==> src/design/pci_cfg.svh <==
`ifndef PCI_CFG_SVH
`define PCI_CFG_SVH

// ******************************
// Target address window
// ******************************

// Upper address bits [31:8] claimed by the target
`define PCI_BAR_BASE    24'hA0_0000

// ******************************
// Local memory and burst sizing
// ******************************

// SRAM words, 256 byte window
`define PCI_MEM_DEPTH   64

// Data phases accepted before disconnect with data
`define PCI_BURST_LIMIT 8

`endif

==> src/design/pci_bus_pkg.sv <==
`include "pci_cfg.svh"

package pci_bus_pkg;

   // Multiplexed address and data word
   typedef logic [31:0] pci_ad_t;

   // Command in the address phase, byte enables in data phases
   typedef logic [3:0] pci_cbe_t;

   // Completed data phases in one burst
   typedef logic [$clog2(`PCI_BURST_LIMIT + 1)-1:0] burst_cnt_t;

   // C/BE# encodings during the address phase
   typedef enum logic [3:0] {
      int_ack       = 4'b0000,
      special_cycle = 4'b0001,
      io_read       = 4'b0010,
      io_write      = 4'b0011,
      mem_read      = 4'b0110,
      mem_write     = 4'b0111,
      cfg_read      = 4'b1010,
      cfg_write     = 4'b1011,
      mem_read_mult = 4'b1100,
      dual_addr     = 4'b1101,
      mem_read_line = 4'b1110,
      mem_write_inv = 4'b1111
   } pci_cmd_e;

   // Target handshake states
   typedef enum logic [2:0] {
      idle,
      decode,
      data,
      turn_wait,
      backoff
   } tgt_state_e;

endpackage

==> src/design/local_mem_pkg.sv <==
`include "pci_cfg.svh"

package local_mem_pkg;

   // One SRAM word, same width as the bus
   typedef logic [31:0] mem_word_t;

   // Word address into the SRAM
   typedef logic [$clog2(`PCI_MEM_DEPTH)-1:0] mem_addr_t;

   // Byte lane write enables, active high
   typedef logic [3:0] mem_ben_t;

endpackage

==> src/design/pci_target_ctrl.sv <==
`timescale 1ns/1ns
`include "pci_cfg.svh"

module pci_target_ctrl (
   input  logic                     clk,
   input  logic                     rst_n,
   input  logic                     framen,
   input  logic                     irdyn,
   input  pci_bus_pkg::pci_ad_t     ad_in,
   input  pci_bus_pkg::pci_cbe_t    cben,
   output logic                     devseln,
   output logic                     trdyn,
   output logic                     stopn,
   output local_mem_pkg::mem_addr_t mem_addr,
   output local_mem_pkg::mem_word_t mem_wdata,
   output local_mem_pkg::mem_ben_t  mem_ben,
   output logic                     mem_we,
   output logic                     rd_phase,
   output logic                     xfer
);
   import pci_bus_pkg::*;
   import local_mem_pkg::*;

   localparam burst_cnt_t LAST_CNT = burst_cnt_t'(`PCI_BURST_LIMIT - 1);

   tgt_state_e  state_q;
   tgt_state_e  state_d;
   pci_cmd_e    cmd_q;
   logic [23:0] base_q;
   mem_addr_t   word_addr_q;
   burst_cnt_t  cnt_q;
   burst_cnt_t  cnt_nxt;
   logic        is_wr;
   logic        hit;
   logic        last_beat;

   // ******************************
   // Decode of the captured address phase
   // ******************************
   assign is_wr     = (cmd_q == mem_write);
   assign hit       = (base_q == `PCI_BAR_BASE) && (cmd_q == mem_read || cmd_q == mem_write);
   assign last_beat = (cnt_q == LAST_CNT);
   assign cnt_nxt   = cnt_q + 1'b1;

   // Phase completes when both ready lines are low
   assign xfer     = (state_q == data) && !irdyn && !trdyn;
   assign rd_phase = !is_wr && (state_q == turn_wait || state_q == data);

   // SRAM side
   assign mem_we    = xfer && is_wr;
   assign mem_wdata = ad_in;
   assign mem_ben   = ~cben;
   // Reads look one word ahead so bursts run without wait states
   assign mem_addr  = (xfer && !is_wr) ? word_addr_q + 1'b1 : word_addr_q;

   // Address phase capture and word address advance
   always_ff @(posedge clk) begin
      if (state_q == idle && !framen) begin
         base_q      <= ad_in[31:8];
         cmd_q       <= pci_cmd_e'(cben);
         word_addr_q <= mem_addr_t'(ad_in[31:2]);
      end else if (xfer) begin
         word_addr_q <= word_addr_q + 1'b1;
      end
   end

   // ******************************
   // Target state machine
   // ******************************
   always_comb begin
      state_d = state_q;
      case (state_q)
         idle: begin
            if (!framen)
               state_d = decode;
         end
         decode: begin
            // Miss or unsupported command gives master abort
            if (!hit)
               state_d = backoff;
            else if (is_wr)
               state_d = data;
            else
               state_d = turn_wait;
         end
         turn_wait: begin
            state_d = data;
         end
         data: begin
            if (xfer && framen)
               state_d = idle;
            else if (xfer && last_beat)
               state_d = backoff;
         end
         backoff: begin
            if (framen && irdyn)
               state_d = idle;
         end
         default: begin
            state_d = idle;
         end
      endcase
   end

   // Handshake outputs are registered
   always_ff @(posedge clk) begin
      if (!rst_n) begin
         state_q <= idle;
         cnt_q   <= '0;
         devseln <= 1'b1;
         trdyn   <= 1'b1;
         stopn   <= 1'b1;
      end else begin
         state_q <= state_d;
         case (state_q)
            idle: begin
               cnt_q <= '0;
            end
            decode: begin
               if (hit) begin
                  devseln <= 1'b0;
                  if (is_wr) begin
                     trdyn <= 1'b0;
                     stopn <= (cnt_q != LAST_CNT);
                  end
               end
            end
            turn_wait: begin
               trdyn <= 1'b0;
               stopn <= (cnt_q != LAST_CNT);
            end
            data: begin
               if (xfer) begin
                  cnt_q <= cnt_nxt;
                  if (framen) begin
                     devseln <= 1'b1;
                     trdyn   <= 1'b1;
                     stopn   <= 1'b1;
                  end else if (last_beat) begin
                     // Disconnect, keep devsel and stop until frame drops
                     trdyn <= 1'b1;
                  end else begin
                     stopn <= (cnt_nxt != LAST_CNT);
                  end
               end
            end
            backoff: begin
               if (framen) begin
                  devseln <= 1'b1;
                  stopn   <= 1'b1;
               end
            end
            default: begin
               trdyn <= 1'b1;
            end
         endcase
      end
   end

endmodule

==> src/design/local_sram.sv <==
`timescale 1ns/1ns
`include "pci_cfg.svh"

module local_sram #(
   parameter int DEPTH = `PCI_MEM_DEPTH
) (
   input  logic                     clk,
   input  logic                     mem_we,
   input  local_mem_pkg::mem_addr_t mem_addr,
   input  local_mem_pkg::mem_word_t mem_wdata,
   input  local_mem_pkg::mem_ben_t  mem_ben,
   output local_mem_pkg::mem_word_t mem_rdata
);
   import local_mem_pkg::*;

   localparam int AW    = $clog2(DEPTH);
   localparam int LANES = $bits(mem_ben_t);

   mem_word_t        mem [DEPTH];
   logic [AW-1:0]    idx;

   // Only the bits that index DEPTH words
   assign idx = AW'(mem_addr);

   // ******************************
   // Byte lane writes
   // ******************************
   always_ff @(posedge clk) begin
      for (int b = 0; b < LANES; b++) begin
         if (mem_we && mem_ben[b])
            mem[idx][8*b +: 8] <= mem_wdata[8*b +: 8];
      end
   end

   // Registered read, old data on a same-cycle write
   always_ff @(posedge clk) begin
      mem_rdata <= mem[idx];
   end

endmodule

==> src/design/pci_out_drive.sv <==
`timescale 1ns/1ns

module pci_out_drive (
   input  logic                     clk,
   input  logic                     rst_n,
   input  logic                     rd_phase,
   input  logic                     xfer,
   input  logic                     irdyn,
   input  logic                     par_in,
   input  local_mem_pkg::mem_word_t mem_rdata,
   input  pci_bus_pkg::pci_ad_t     ad_in,
   input  pci_bus_pkg::pci_cbe_t    cben,
   output pci_bus_pkg::pci_ad_t     ad_out,
   output logic                     ad_oe,
   output logic                     par_out,
   output logic                     par_oe,
   output logic                     perrn
);
   import pci_bus_pkg::*;

   pci_ad_t  wr_ad_q;
   pci_cbe_t wr_cbe_q;
   logic     chk_q;
   logic     perr_hit;

   // ******************************
   // Read data and parity
   // ******************************
   assign ad_oe  = rd_phase;
   assign ad_out = rd_phase ? pci_ad_t'(mem_rdata) : '0;

   // Parity trails the AD and C/BE it covers by one clock
   always_ff @(posedge clk) begin
      if (!rst_n) begin
         par_oe  <= 1'b0;
         par_out <= 1'b0;
      end else begin
         par_oe  <= rd_phase;
         par_out <= ^{ad_out, cben};
      end
   end

   // ******************************
   // Write parity check
   // ******************************

   // Master write data is valid while irdy is low
   always_ff @(posedge clk) begin
      if (!irdyn && !rd_phase) begin
         wr_ad_q  <= ad_in;
         wr_cbe_q <= cben;
      end
   end

   // par_in for the last phase arrives now
   assign perr_hit = chk_q && ((^{wr_ad_q, wr_cbe_q}) != par_in);

   always_ff @(posedge clk) begin
      if (!rst_n) begin
         chk_q <= 1'b0;
         perrn <= 1'b1;
      end else begin
         chk_q <= xfer && !rd_phase;
         perrn <= !perr_hit;
      end
   end

endmodule

==> src/design/pci_arbiter.sv <==
`timescale 1ns/1ns

module pci_arbiter (
   input  logic       clk,
   input  logic       rst_n,
   input  logic       framen,
   input  logic       irdyn,
   input  logic [1:0] reqn,
   output logic [1:0] gntn
);
   logic owner_q;
   logic gnt_vld_q;
   logic used_q;
   logic bus_idle;
   logic other;
   logic rotate;

   assign bus_idle = framen && irdyn;
   assign other    = !owner_q;

   // Hand over once the owner has had its turn, or gave up its request
   assign rotate = !reqn[other] && (used_q || !gnt_vld_q || reqn[owner_q]);

   // ******************************
   // Grant pointer
   // ******************************
   always_ff @(posedge clk) begin
      if (!rst_n) begin
         owner_q   <= 1'b1;
         gnt_vld_q <= 1'b0;
         used_q    <= 1'b0;
      end else if (bus_idle) begin
         if (rotate) begin
            owner_q   <= other;
            gnt_vld_q <= 1'b1;
            used_q    <= 1'b0;
         end else if (!reqn[owner_q]) begin
            gnt_vld_q <= 1'b1;
         end
      end else if (gnt_vld_q) begin
         // Bus busy under the current grant
         used_q <= 1'b1;
      end
   end

   // One-hot low grant, parked on the owner
   always_comb begin
      if (!gnt_vld_q)
         gntn = 2'b11;
      else if (owner_q)
         gntn = 2'b01;
      else
         gntn = 2'b10;
   end

endmodule

==> src/design/pci_target_top.sv <==
`timescale 1ns/1ns

module pci_target_top (
   input  logic                  clk,
   input  logic                  rst_n,
   input  logic                  framen,
   input  logic                  irdyn,
   input  pci_bus_pkg::pci_ad_t  ad_in,
   input  pci_bus_pkg::pci_cbe_t cben,
   input  logic                  par_in,
   input  logic [1:0]            reqn,
   output logic                  devseln,
   output logic                  trdyn,
   output logic                  stopn,
   output pci_bus_pkg::pci_ad_t  ad_out,
   output logic                  ad_oe,
   output logic                  par_out,
   output logic                  par_oe,
   output logic                  perrn,
   output logic [1:0]            gntn
);
   import local_mem_pkg::*;

   mem_addr_t mem_addr;
   mem_word_t mem_wdata;
   mem_word_t mem_rdata;
   mem_ben_t  mem_ben;
   logic      mem_we;
   logic      rd_phase;
   logic      xfer;

   // ******************************
   // Target datapath
   // ******************************
   pci_target_ctrl u_pci_target_ctrl (
      .clk       (clk),
      .rst_n     (rst_n),
      .framen    (framen),
      .irdyn     (irdyn),
      .ad_in     (ad_in),
      .cben      (cben),
      .devseln   (devseln),
      .trdyn     (trdyn),
      .stopn     (stopn),
      .mem_addr  (mem_addr),
      .mem_wdata (mem_wdata),
      .mem_ben   (mem_ben),
      .mem_we    (mem_we),
      .rd_phase  (rd_phase),
      .xfer      (xfer)
   );

   local_sram u_local_sram (
      .clk       (clk),
      .mem_we    (mem_we),
      .mem_addr  (mem_addr),
      .mem_wdata (mem_wdata),
      .mem_ben   (mem_ben),
      .mem_rdata (mem_rdata)
   );

   pci_out_drive u_pci_out_drive (
      .clk       (clk),
      .rst_n     (rst_n),
      .rd_phase  (rd_phase),
      .xfer      (xfer),
      .irdyn     (irdyn),
      .par_in    (par_in),
      .mem_rdata (mem_rdata),
      .ad_in     (ad_in),
      .cben      (cben),
      .ad_out    (ad_out),
      .ad_oe     (ad_oe),
      .par_out   (par_out),
      .par_oe    (par_oe),
      .perrn     (perrn)
   );

   // Bus arbiter beside the target
   pci_arbiter u_pci_arbiter (
      .clk    (clk),
      .rst_n  (rst_n),
      .framen (framen),
      .irdyn  (irdyn),
      .reqn   (reqn),
      .gntn   (gntn)
   );

endmodule

==> config.mk <==
export PLATFORM = sky130hd
export DESIGN_NAME = pci_target_top
export DESIGN_NICKNAME = d
export VERILOG_FILES = /design/src/design/pci_bus_pkg.sv /design/src/design/local_mem_pkg.sv /design/src/design/pci_target_ctrl.sv /design/src/design/local_sram.sv /design/src/design/pci_out_drive.sv /design/src/design/pci_arbiter.sv /design/src/design/pci_target_top.sv
export VERILOG_INCLUDE_DIRS = /design/src /design/src/design
export SDC_FILE = /design/constraint.sdc
export NUM_CORES = 2
export LEC_CHECK = 0
export ABC_CLOCK_PERIOD_IN_PS = 12080
export BUFFER_PORTS_ARGS = -buffer_cell sky130_fd_sc_hd__buf_2
export CORE_ASPECT_RATIO = 1.1
export CORE_MARGIN = 4
export CORE_UTILIZATION = 40
export DETAILED_ROUTE_END_ITERATION = 16
export GPL_ROUTABILITY_DRIVEN = 0
export SYNTH_ARGS = -nofsm -noshare
export SYNTH_HDL_FRONTEND = slang
export SYNTH_SLANG_ARGS = --single-unit
==> constraint.sdc <==
create_clock -name clk -period 12.08 [get_ports clk]
set_input_delay 0.604 -clock clk [delete_from_list [all_inputs] [get_ports clk]]
set_output_delay 0.604 -clock clk [all_outputs]
set_load 0.01 [all_outputs]
# Word-level counts from Yosys, hierarchy flattened
# Memories as Yosys holds them, arrays and structs flattened. A register that Yosys moved wholly into a read port is not among the register bits.
# Cells that the tools add are included.
dict set report op_classes {
  n_mux 49
  mul 0
  eq_ne 22
  n_shift 0
  magnitude_cmp 2
  reduce_logical 48
  n_addsub 2
  bitwise_logic 2
  div 0
}
# operator count
set ops {}
lappend ops {{36-bit parity} 2}
lappend ops {{1-bit two-way mux} 32}
lappend ops {{32-bit two-way mux} 1}
lappend ops {{24-bit equality test, second input constant} 1}
lappend ops {{1-bit logical AND} 18}
lappend ops {{6-bit two-way mux} 3}
lappend ops {{3-bit two-way mux} 5}
lappend ops {{3-bit one-hot mux with 5 select lines} 1}
lappend ops {{4-bit by 3-bit equality test with 1-bit output, second input constant} 3}
lappend ops {{2-bit by 1-bit inequality test with 1-bit output, second input constant} 5}
lappend ops {{1-bit zero test} 9}
lappend ops {{4-bit by 3-bit inequality test with 1-bit output, second input constant} 2}
lappend ops {{1-bit one-hot mux with 4 select lines} 2}
lappend ops {{4-bit one-hot mux with 2 select lines} 1}
lappend ops {{2-bit AND reduction} 4}
lappend ops {{6-bit by 1-bit adder with 6-bit output, second input constant} 1}
lappend ops {{3-bit by 2-bit equality test with 1-bit output, second input constant} 2}
lappend ops {{2-bit inequality test, second input constant} 3}
lappend ops {{3-bit inequality test, second input constant} 2}
lappend ops {{3-bit AND reduction} 2}
lappend ops {{6-bit AND reduction} 1}
lappend ops {{2-bit nonzero test} 3}
lappend ops {{5-bit AND reduction} 1}
lappend ops {{4-bit by 1-bit adder with 4-bit output, second input constant} 1}
lappend ops {{15 further kinds} 20}
dict set report totals {
  out_inout_bits 41
  in_bits 43
  romBits 0
  latchBits 0
  mem_bits_rw 2048
  ff_bits 87
  word_cells 143
  mem_count 1
}
# name depth word_bits read_ports rd_clocked_by_memory_dff wr line
set memory_table {}
lappend memory_table {u_local_sram.mem 64 32 1 1 1 local_sram.sv:19} ;# mem_word_t mem [DEPTH];

# Longest topological paths before layout
dict set report depth {
  word_depth 7
  mapped_depth 15
  depth_no_buf 9
}

# Cells and area by module
# A second synthesis with hierarchy kept.
dict set report hier_totals {
  hier_cells 5022
  area_unflattened_um2 83515.1
}
# mod area_per_inst_um2 cells_per_inst n_inst seq_area_each_um2
set by_module_without_submodules {}
lappend by_module_without_submodules {local_sram 79048.3 4646 1 62139.6}
lappend by_module_without_submodules {pci_target_ctrl 2240.9 204 1 1221.2}
lappend by_module_without_submodules {pci_out_drive 2068.2 154 1 1161.1}
lappend by_module_without_submodules {pci_arbiter 157.7 18 1 60.1}

# Least setup slack after synthesis
# No wires, ideal clock.
dict set report synth_path {
  path_type {input-to-reg}
  start {input irdyn}
  end {memory u_local_sram.mem[23][0] (netlist bit) (enable)}
  setup_slack_ns 7.921
  cell_stages 10
  required_time_ns 11.710
  setup_ns 0.370
  path_buffers 5
  arrival_time_ns 3.789
  cell_sequence {or4b_1 buf_2 a211oi_4 mux2i_1 clkbuf_1 clkbuf_1 buf_1 clkbuf_1 nand2_1 nor2_1}
}
dict set report synth_between {
  elab_chain_len 7
  word_cells_on_any_way 9
  cone_classes {mux (3); reduce/logical (6)}
}
# element line
set synth_lines {}
lappend synth_lines {{start: declaration} pci_target_top.sv:7} ;# input logic irdyn,
lappend synth_lines {{1-bit zero test *} pci_target_ctrl.sv:46} ;# assign xfer = (state_q == data) && !irdyn && !trdyn;
lappend synth_lines {{1-bit logical AND * (2 in a row)} pci_target_ctrl.sv:46}
lappend synth_lines {{1-bit logical AND} pci_target_ctrl.sv:50} ;# assign mem_we = xfer && is_wr;
lappend synth_lines {{1-bit logical AND} local_sram.sv:30} ;# if (mem_we && mem_ben[b])
lappend synth_lines {{1-bit two-way mux} local_sram.sv:30}
lappend synth_lines {{1-bit two-way mux (implied by the code)} local_sram.sv:31} ;# mem[idx][8*b +: 8] <= mem_wdata[8*b +: 8];
lappend synth_lines {{end: declaration} local_sram.sv:19}
# Mark *: on every way between the ends. The rest lies on a longest branch, timed or not.

# Final worst setup path
dict set report layout_path {
  start {register u_pci_target_ctrl.state_q[1]}
  end {register u_local_sram.mem_rdata[24] (read register of u_local_sram.mem)}
}
dict set report layout_between {
  elab_chain_len 5
}
# element line
set layout_lines {}
lappend layout_lines {{start: declaration} pci_target_ctrl.sv:26} ;# tgt_state_e state_q;
lappend layout_lines {{start signal: assignment} pci_target_ctrl.sv:108} ;# state_q <= idle;
lappend layout_lines {{start signal: assignment} pci_target_ctrl.sv:114} ;# state_q <= state_d;
lappend layout_lines {{3-bit by 2-bit equality test with 1-bit output} pci_target_ctrl.sv:46}
lappend layout_lines {{1-bit logical AND (2 in a row)} pci_target_ctrl.sv:46}
lappend layout_lines {{1-bit logical AND} pci_target_ctrl.sv:54} ;# assign mem_addr = (xfer && !is_wr) ? word_addr_q + 1'b1 : word_addr_q;
lappend layout_lines {{6-bit two-way mux} pci_target_ctrl.sv:54}
lappend layout_lines {{end: declaration} local_sram.sv:12} ;# output local_mem_pkg::mem_word_t mem_rdata
# No other way between the ends.
# A chain may end at the register's enable or synchronous reset.

==> results.md <==
- Final net count: 5188
- Switch share: 0.2620
- Fraction of registers with async set or reset after synthesis: 0
- Outcome: finished clean
- Synth cell types: 64
- Number of port buffers: 83
- Slew @ Worst Pin: 1.228 ns
- Crit path time final: 6.290 ns
- Via count: 46307
- Clk network pwr share: 0.372
- Largest net degree at the start of global routing: 131
- 1st-iter DRT viols: 5808
- DRC Markers: 0
- Synth Flop Type: edfxtp_1
- Worst Path Arrival: 6.98 ns
- Total Wirelength: 228.2 mm
- Chip height: 488.0 um
- Startpoint Class: register
- Sw power: 4.498 mW
- First-pass GRT wire length: 328.4 mm
- Fin Setup TNS: 0 ns
- Post-Synthesis Cells: 5062
- Int Pwr: 12.67 mW
- Post-synth EDFFs: 2118
- CP Capture Type: register
- Routed WL per cell: 28.27 um
- Area delta synth->final: 12.10%
- Hold WS: 0.09520 ns
- Final Setup Violations: 0
- Fillers: 17872
- Worst EP required: 12.77 ns
- Dpl hpwl: 129.1 mm
- Clock Pin Slew Worst Setup and Hold Paths: 0.07 ns
- CP Class: register to register
- Power per cell area: 182.8 nW/um^2
- Worst setup endpoint: u_local_sram.mem_rdata[24]
- Skew-Pair Late Insertion Delay: 0.84 ns
- Maximum buffer depth of the clock tree: 3
- Max Cap Viol: 0
- Reg2reg start: u_pci_target_ctrl.state_q[1]
- Number of vias per cell: 5.736
- Seq/Total Area, Yosys: 0.7707
- GR Util All Layers: 0.2065
- Max-slew headroom: 0.1729
- Final Hold Vio Count: 0
- Top post-synthesis cells by count: edfxtp_1, mux2i_1, nand2_1
- CTS tree: done
- Num CTS Buffers: 203
- Die width: 444.4 um
- R2R setup slack: 5.79 ns
- Critical Path Fanout Max: 61
- Crit share post-route: 0.5207
- Sequential Power Share: 0.494
- Yosys warning total: 0
- I/O pins: 84
- Core ar.: 207600 um^2
- Synth top area share: 0.7590
- Achievable Freq: 159.0 MHz
- Worst r2r path cells: 10
- Yosys reg bits: 2167
- Total gr overflow: 0
- Avg Cell Area, Syn: 16.55 um^2
- Clock Skew: 0.03776 ns
- Initial Util: 0.4037
- Fin util: 0.4525
- Most numerous cell in the Yosys netlist: edfxtp_1
- Share of cells above drive strength 1: 0.1034
- H-tree Lvls: 4
- FF-to-FF End: u_local_sram.mem_rdata[24]
- Vias in the first global route: 44983
- Initial antenna violation count: 30
- Row cnt: 175
- Pleak: 30.46 nW
- Min-Delay Path Class: primary input to register
- CTS Root Cell: clkbuf_16
- Max VDD drop: 248.3 uV
- Post-Syn Nets: 5108
- Yosys top cell by area: edfxtp_1
- Antenna-violating nets left: 0
- First drt pass iteration count: 7
- Ranking of synthesized cells by area: edfxtp_1, mux2i_1, nand2_1
- RSZ-0062 raised after global routing: no
- Cell area after synthesis: 83800 um^2
- CTS sink count: 2167
- Die area: 216900 um^2
- Slew Limit Fails: 0
- Critical path origin: u_pci_target_ctrl.state_q[1]
- Comb pwr share: 0.134
sequential cells by signal, summed over array words and instances (netlist names), 3 cells and up:
register,cells
u_pci_target_ctrl.cnt_q,4
u_pci_out_drive.wr_ad_q,32
u_pci_target_ctrl.state_q,3
u_pci_target_ctrl.word_addr_q,6
u_pci_target_ctrl.cmd_q,4
u_pci_target_ctrl.base_q,24
u_pci_out_drive.wr_cbe_q,4
u_local_sram.mem_rdata,32
u_local_sram.mem,2048
power groups by stage:
stage	Combinational (mW)	Clock, mW	Sequential [mW]
4_1_cts	2.31	6.48	8.49
5_1_grt	2.41	6.79	8.48
6_report	2.29	6.39	8.48
2_1_floorplan	1.31	0	8.52
3_3_place_gp	2.28	0	8.66
3_5_place_dp	2.30	0	8.65
worst min path at each step:
stage,slack [ns],end,cells after the start,startpoint
after CTS,0.01,u_pci_arbiter.owner_q,3,reqn[0]
after detailed placement,0.41,u_pci_out_drive.perrn,1,u_pci_out_drive.chk_q
after floorplan,0.35,u_pci_out_drive.perrn,1,u_pci_out_drive.chk_q
final,0.1,u_pci_target_ctrl.stopn,2,rst_n
after global routing,0.07,u_pci_arbiter.owner_q,3,reqn[0]
after global placement,0.41,u_pci_out_drive.perrn,1,u_pci_out_drive.chk_q
kinds of logic after synthesis:
group | count (synthesis) | share of synthesized area
flops | 2167 | 0.7707
compound gates | 933 | 0.07957
simple gates | 922 | 0.04633
mux | 642 | 0.07757
buf+inv | 314 | 0.01692
xor+xnor | 81 | 0.008466
fa+ha+maj | 3 | 0.0004480
routing by layer:
| layer | vias up | GRT usage | wire (um) |
|---|---|---|---|
| li1 | 20130 | - | - |
| met1 | 23760 | 0.2849 | 93690 |
| met2 | 2053 | 0.3289 | 108400 |
| met3 | 360 | 0.03899 | 18540 |
| met4 | 4 | 0.07343 | 7558 |
| met5 | - | 0 | 27 |
placed cells by master (no fill, tap or decap), types with 47 or more instances in the layout:
| cell | count |
|---|---|
| a211oi_1 | 94 |
| a21oi_1 | 191 |
| a222oi_1 | 52 |
| buf_2 | 83 |
| buf_4 | 83 |
| clkbuf_1 | 49 |
| clkbuf_16 | 208 |
| dfxtp_1 | 49 |
| edfxtp_1 | 2118 |
| mux2_2 | 47 |
| mux2i_1 | 585 |
| nand2_1 | 488 |
| nor2_1 | 283 |
| o21ai_0 | 165 |
| o221ai_1 | 166 |
| o22a_1 | 53 |
| o22ai_1 | 67 |
| o2bb2ai_1 | 72 |
| xnor2_1 | 66 |
stage by stage:
stage                     power (mW)  cells  worst slack, ns  instance area [um^2]
after detailed placement       10.95   7675            5.755                 87240
after global placement         10.94   7675            5.668                 87240
after CTS                      17.28   8063            5.890                 93910
after floorplan                9.826   5062            7.921                 83800
final                          17.17   8073            5.790                 93940
after global routing           17.69   8066            5.677                 93920
area by class of cell:
| class | count | area (um^2) | area share |
|---|---|---|---|
| Multi-Input combinational cell | 2581 | 17990 | 0.1915 |
| Tap cell | 2743 | 3432 | 0.03654 |
| Clock inverter | 115 | 1081 | 0.01151 |
| Antenna cell | 10 | 25.02 | 0.0002664 |
| Inverter | 10 | 37.54 | 0.0003996 |
| Clock buffer | 268 | 5540 | 0.05898 |
| Sequential cell | 2167 | 64580 | 0.6875 |
| Timing Repair Buffer | 179 | 1249 | 0.01329 |
what timing repair did:
item                                   in CTS  in global routing
gates resized for setup                     0                  0
endpoints found under the hold margin       9                  0
setup buffers                               0                  0
hold buffers                                5                  0
worst max-delay path, cell delays in order, from the launching register on:
cell	delay, ns
dfxtp_1	0.57
or4b_1	0.69
a211oi_4	0.62
mux2_2	0.33
o21a_4	0.61
buf_4	0.75
buf_4	0.81
o221ai_1	0.24
o21ai_0	0.67
o21ai_0	0.20
or4_1	0.51
(Power assumes the default switching activity.)
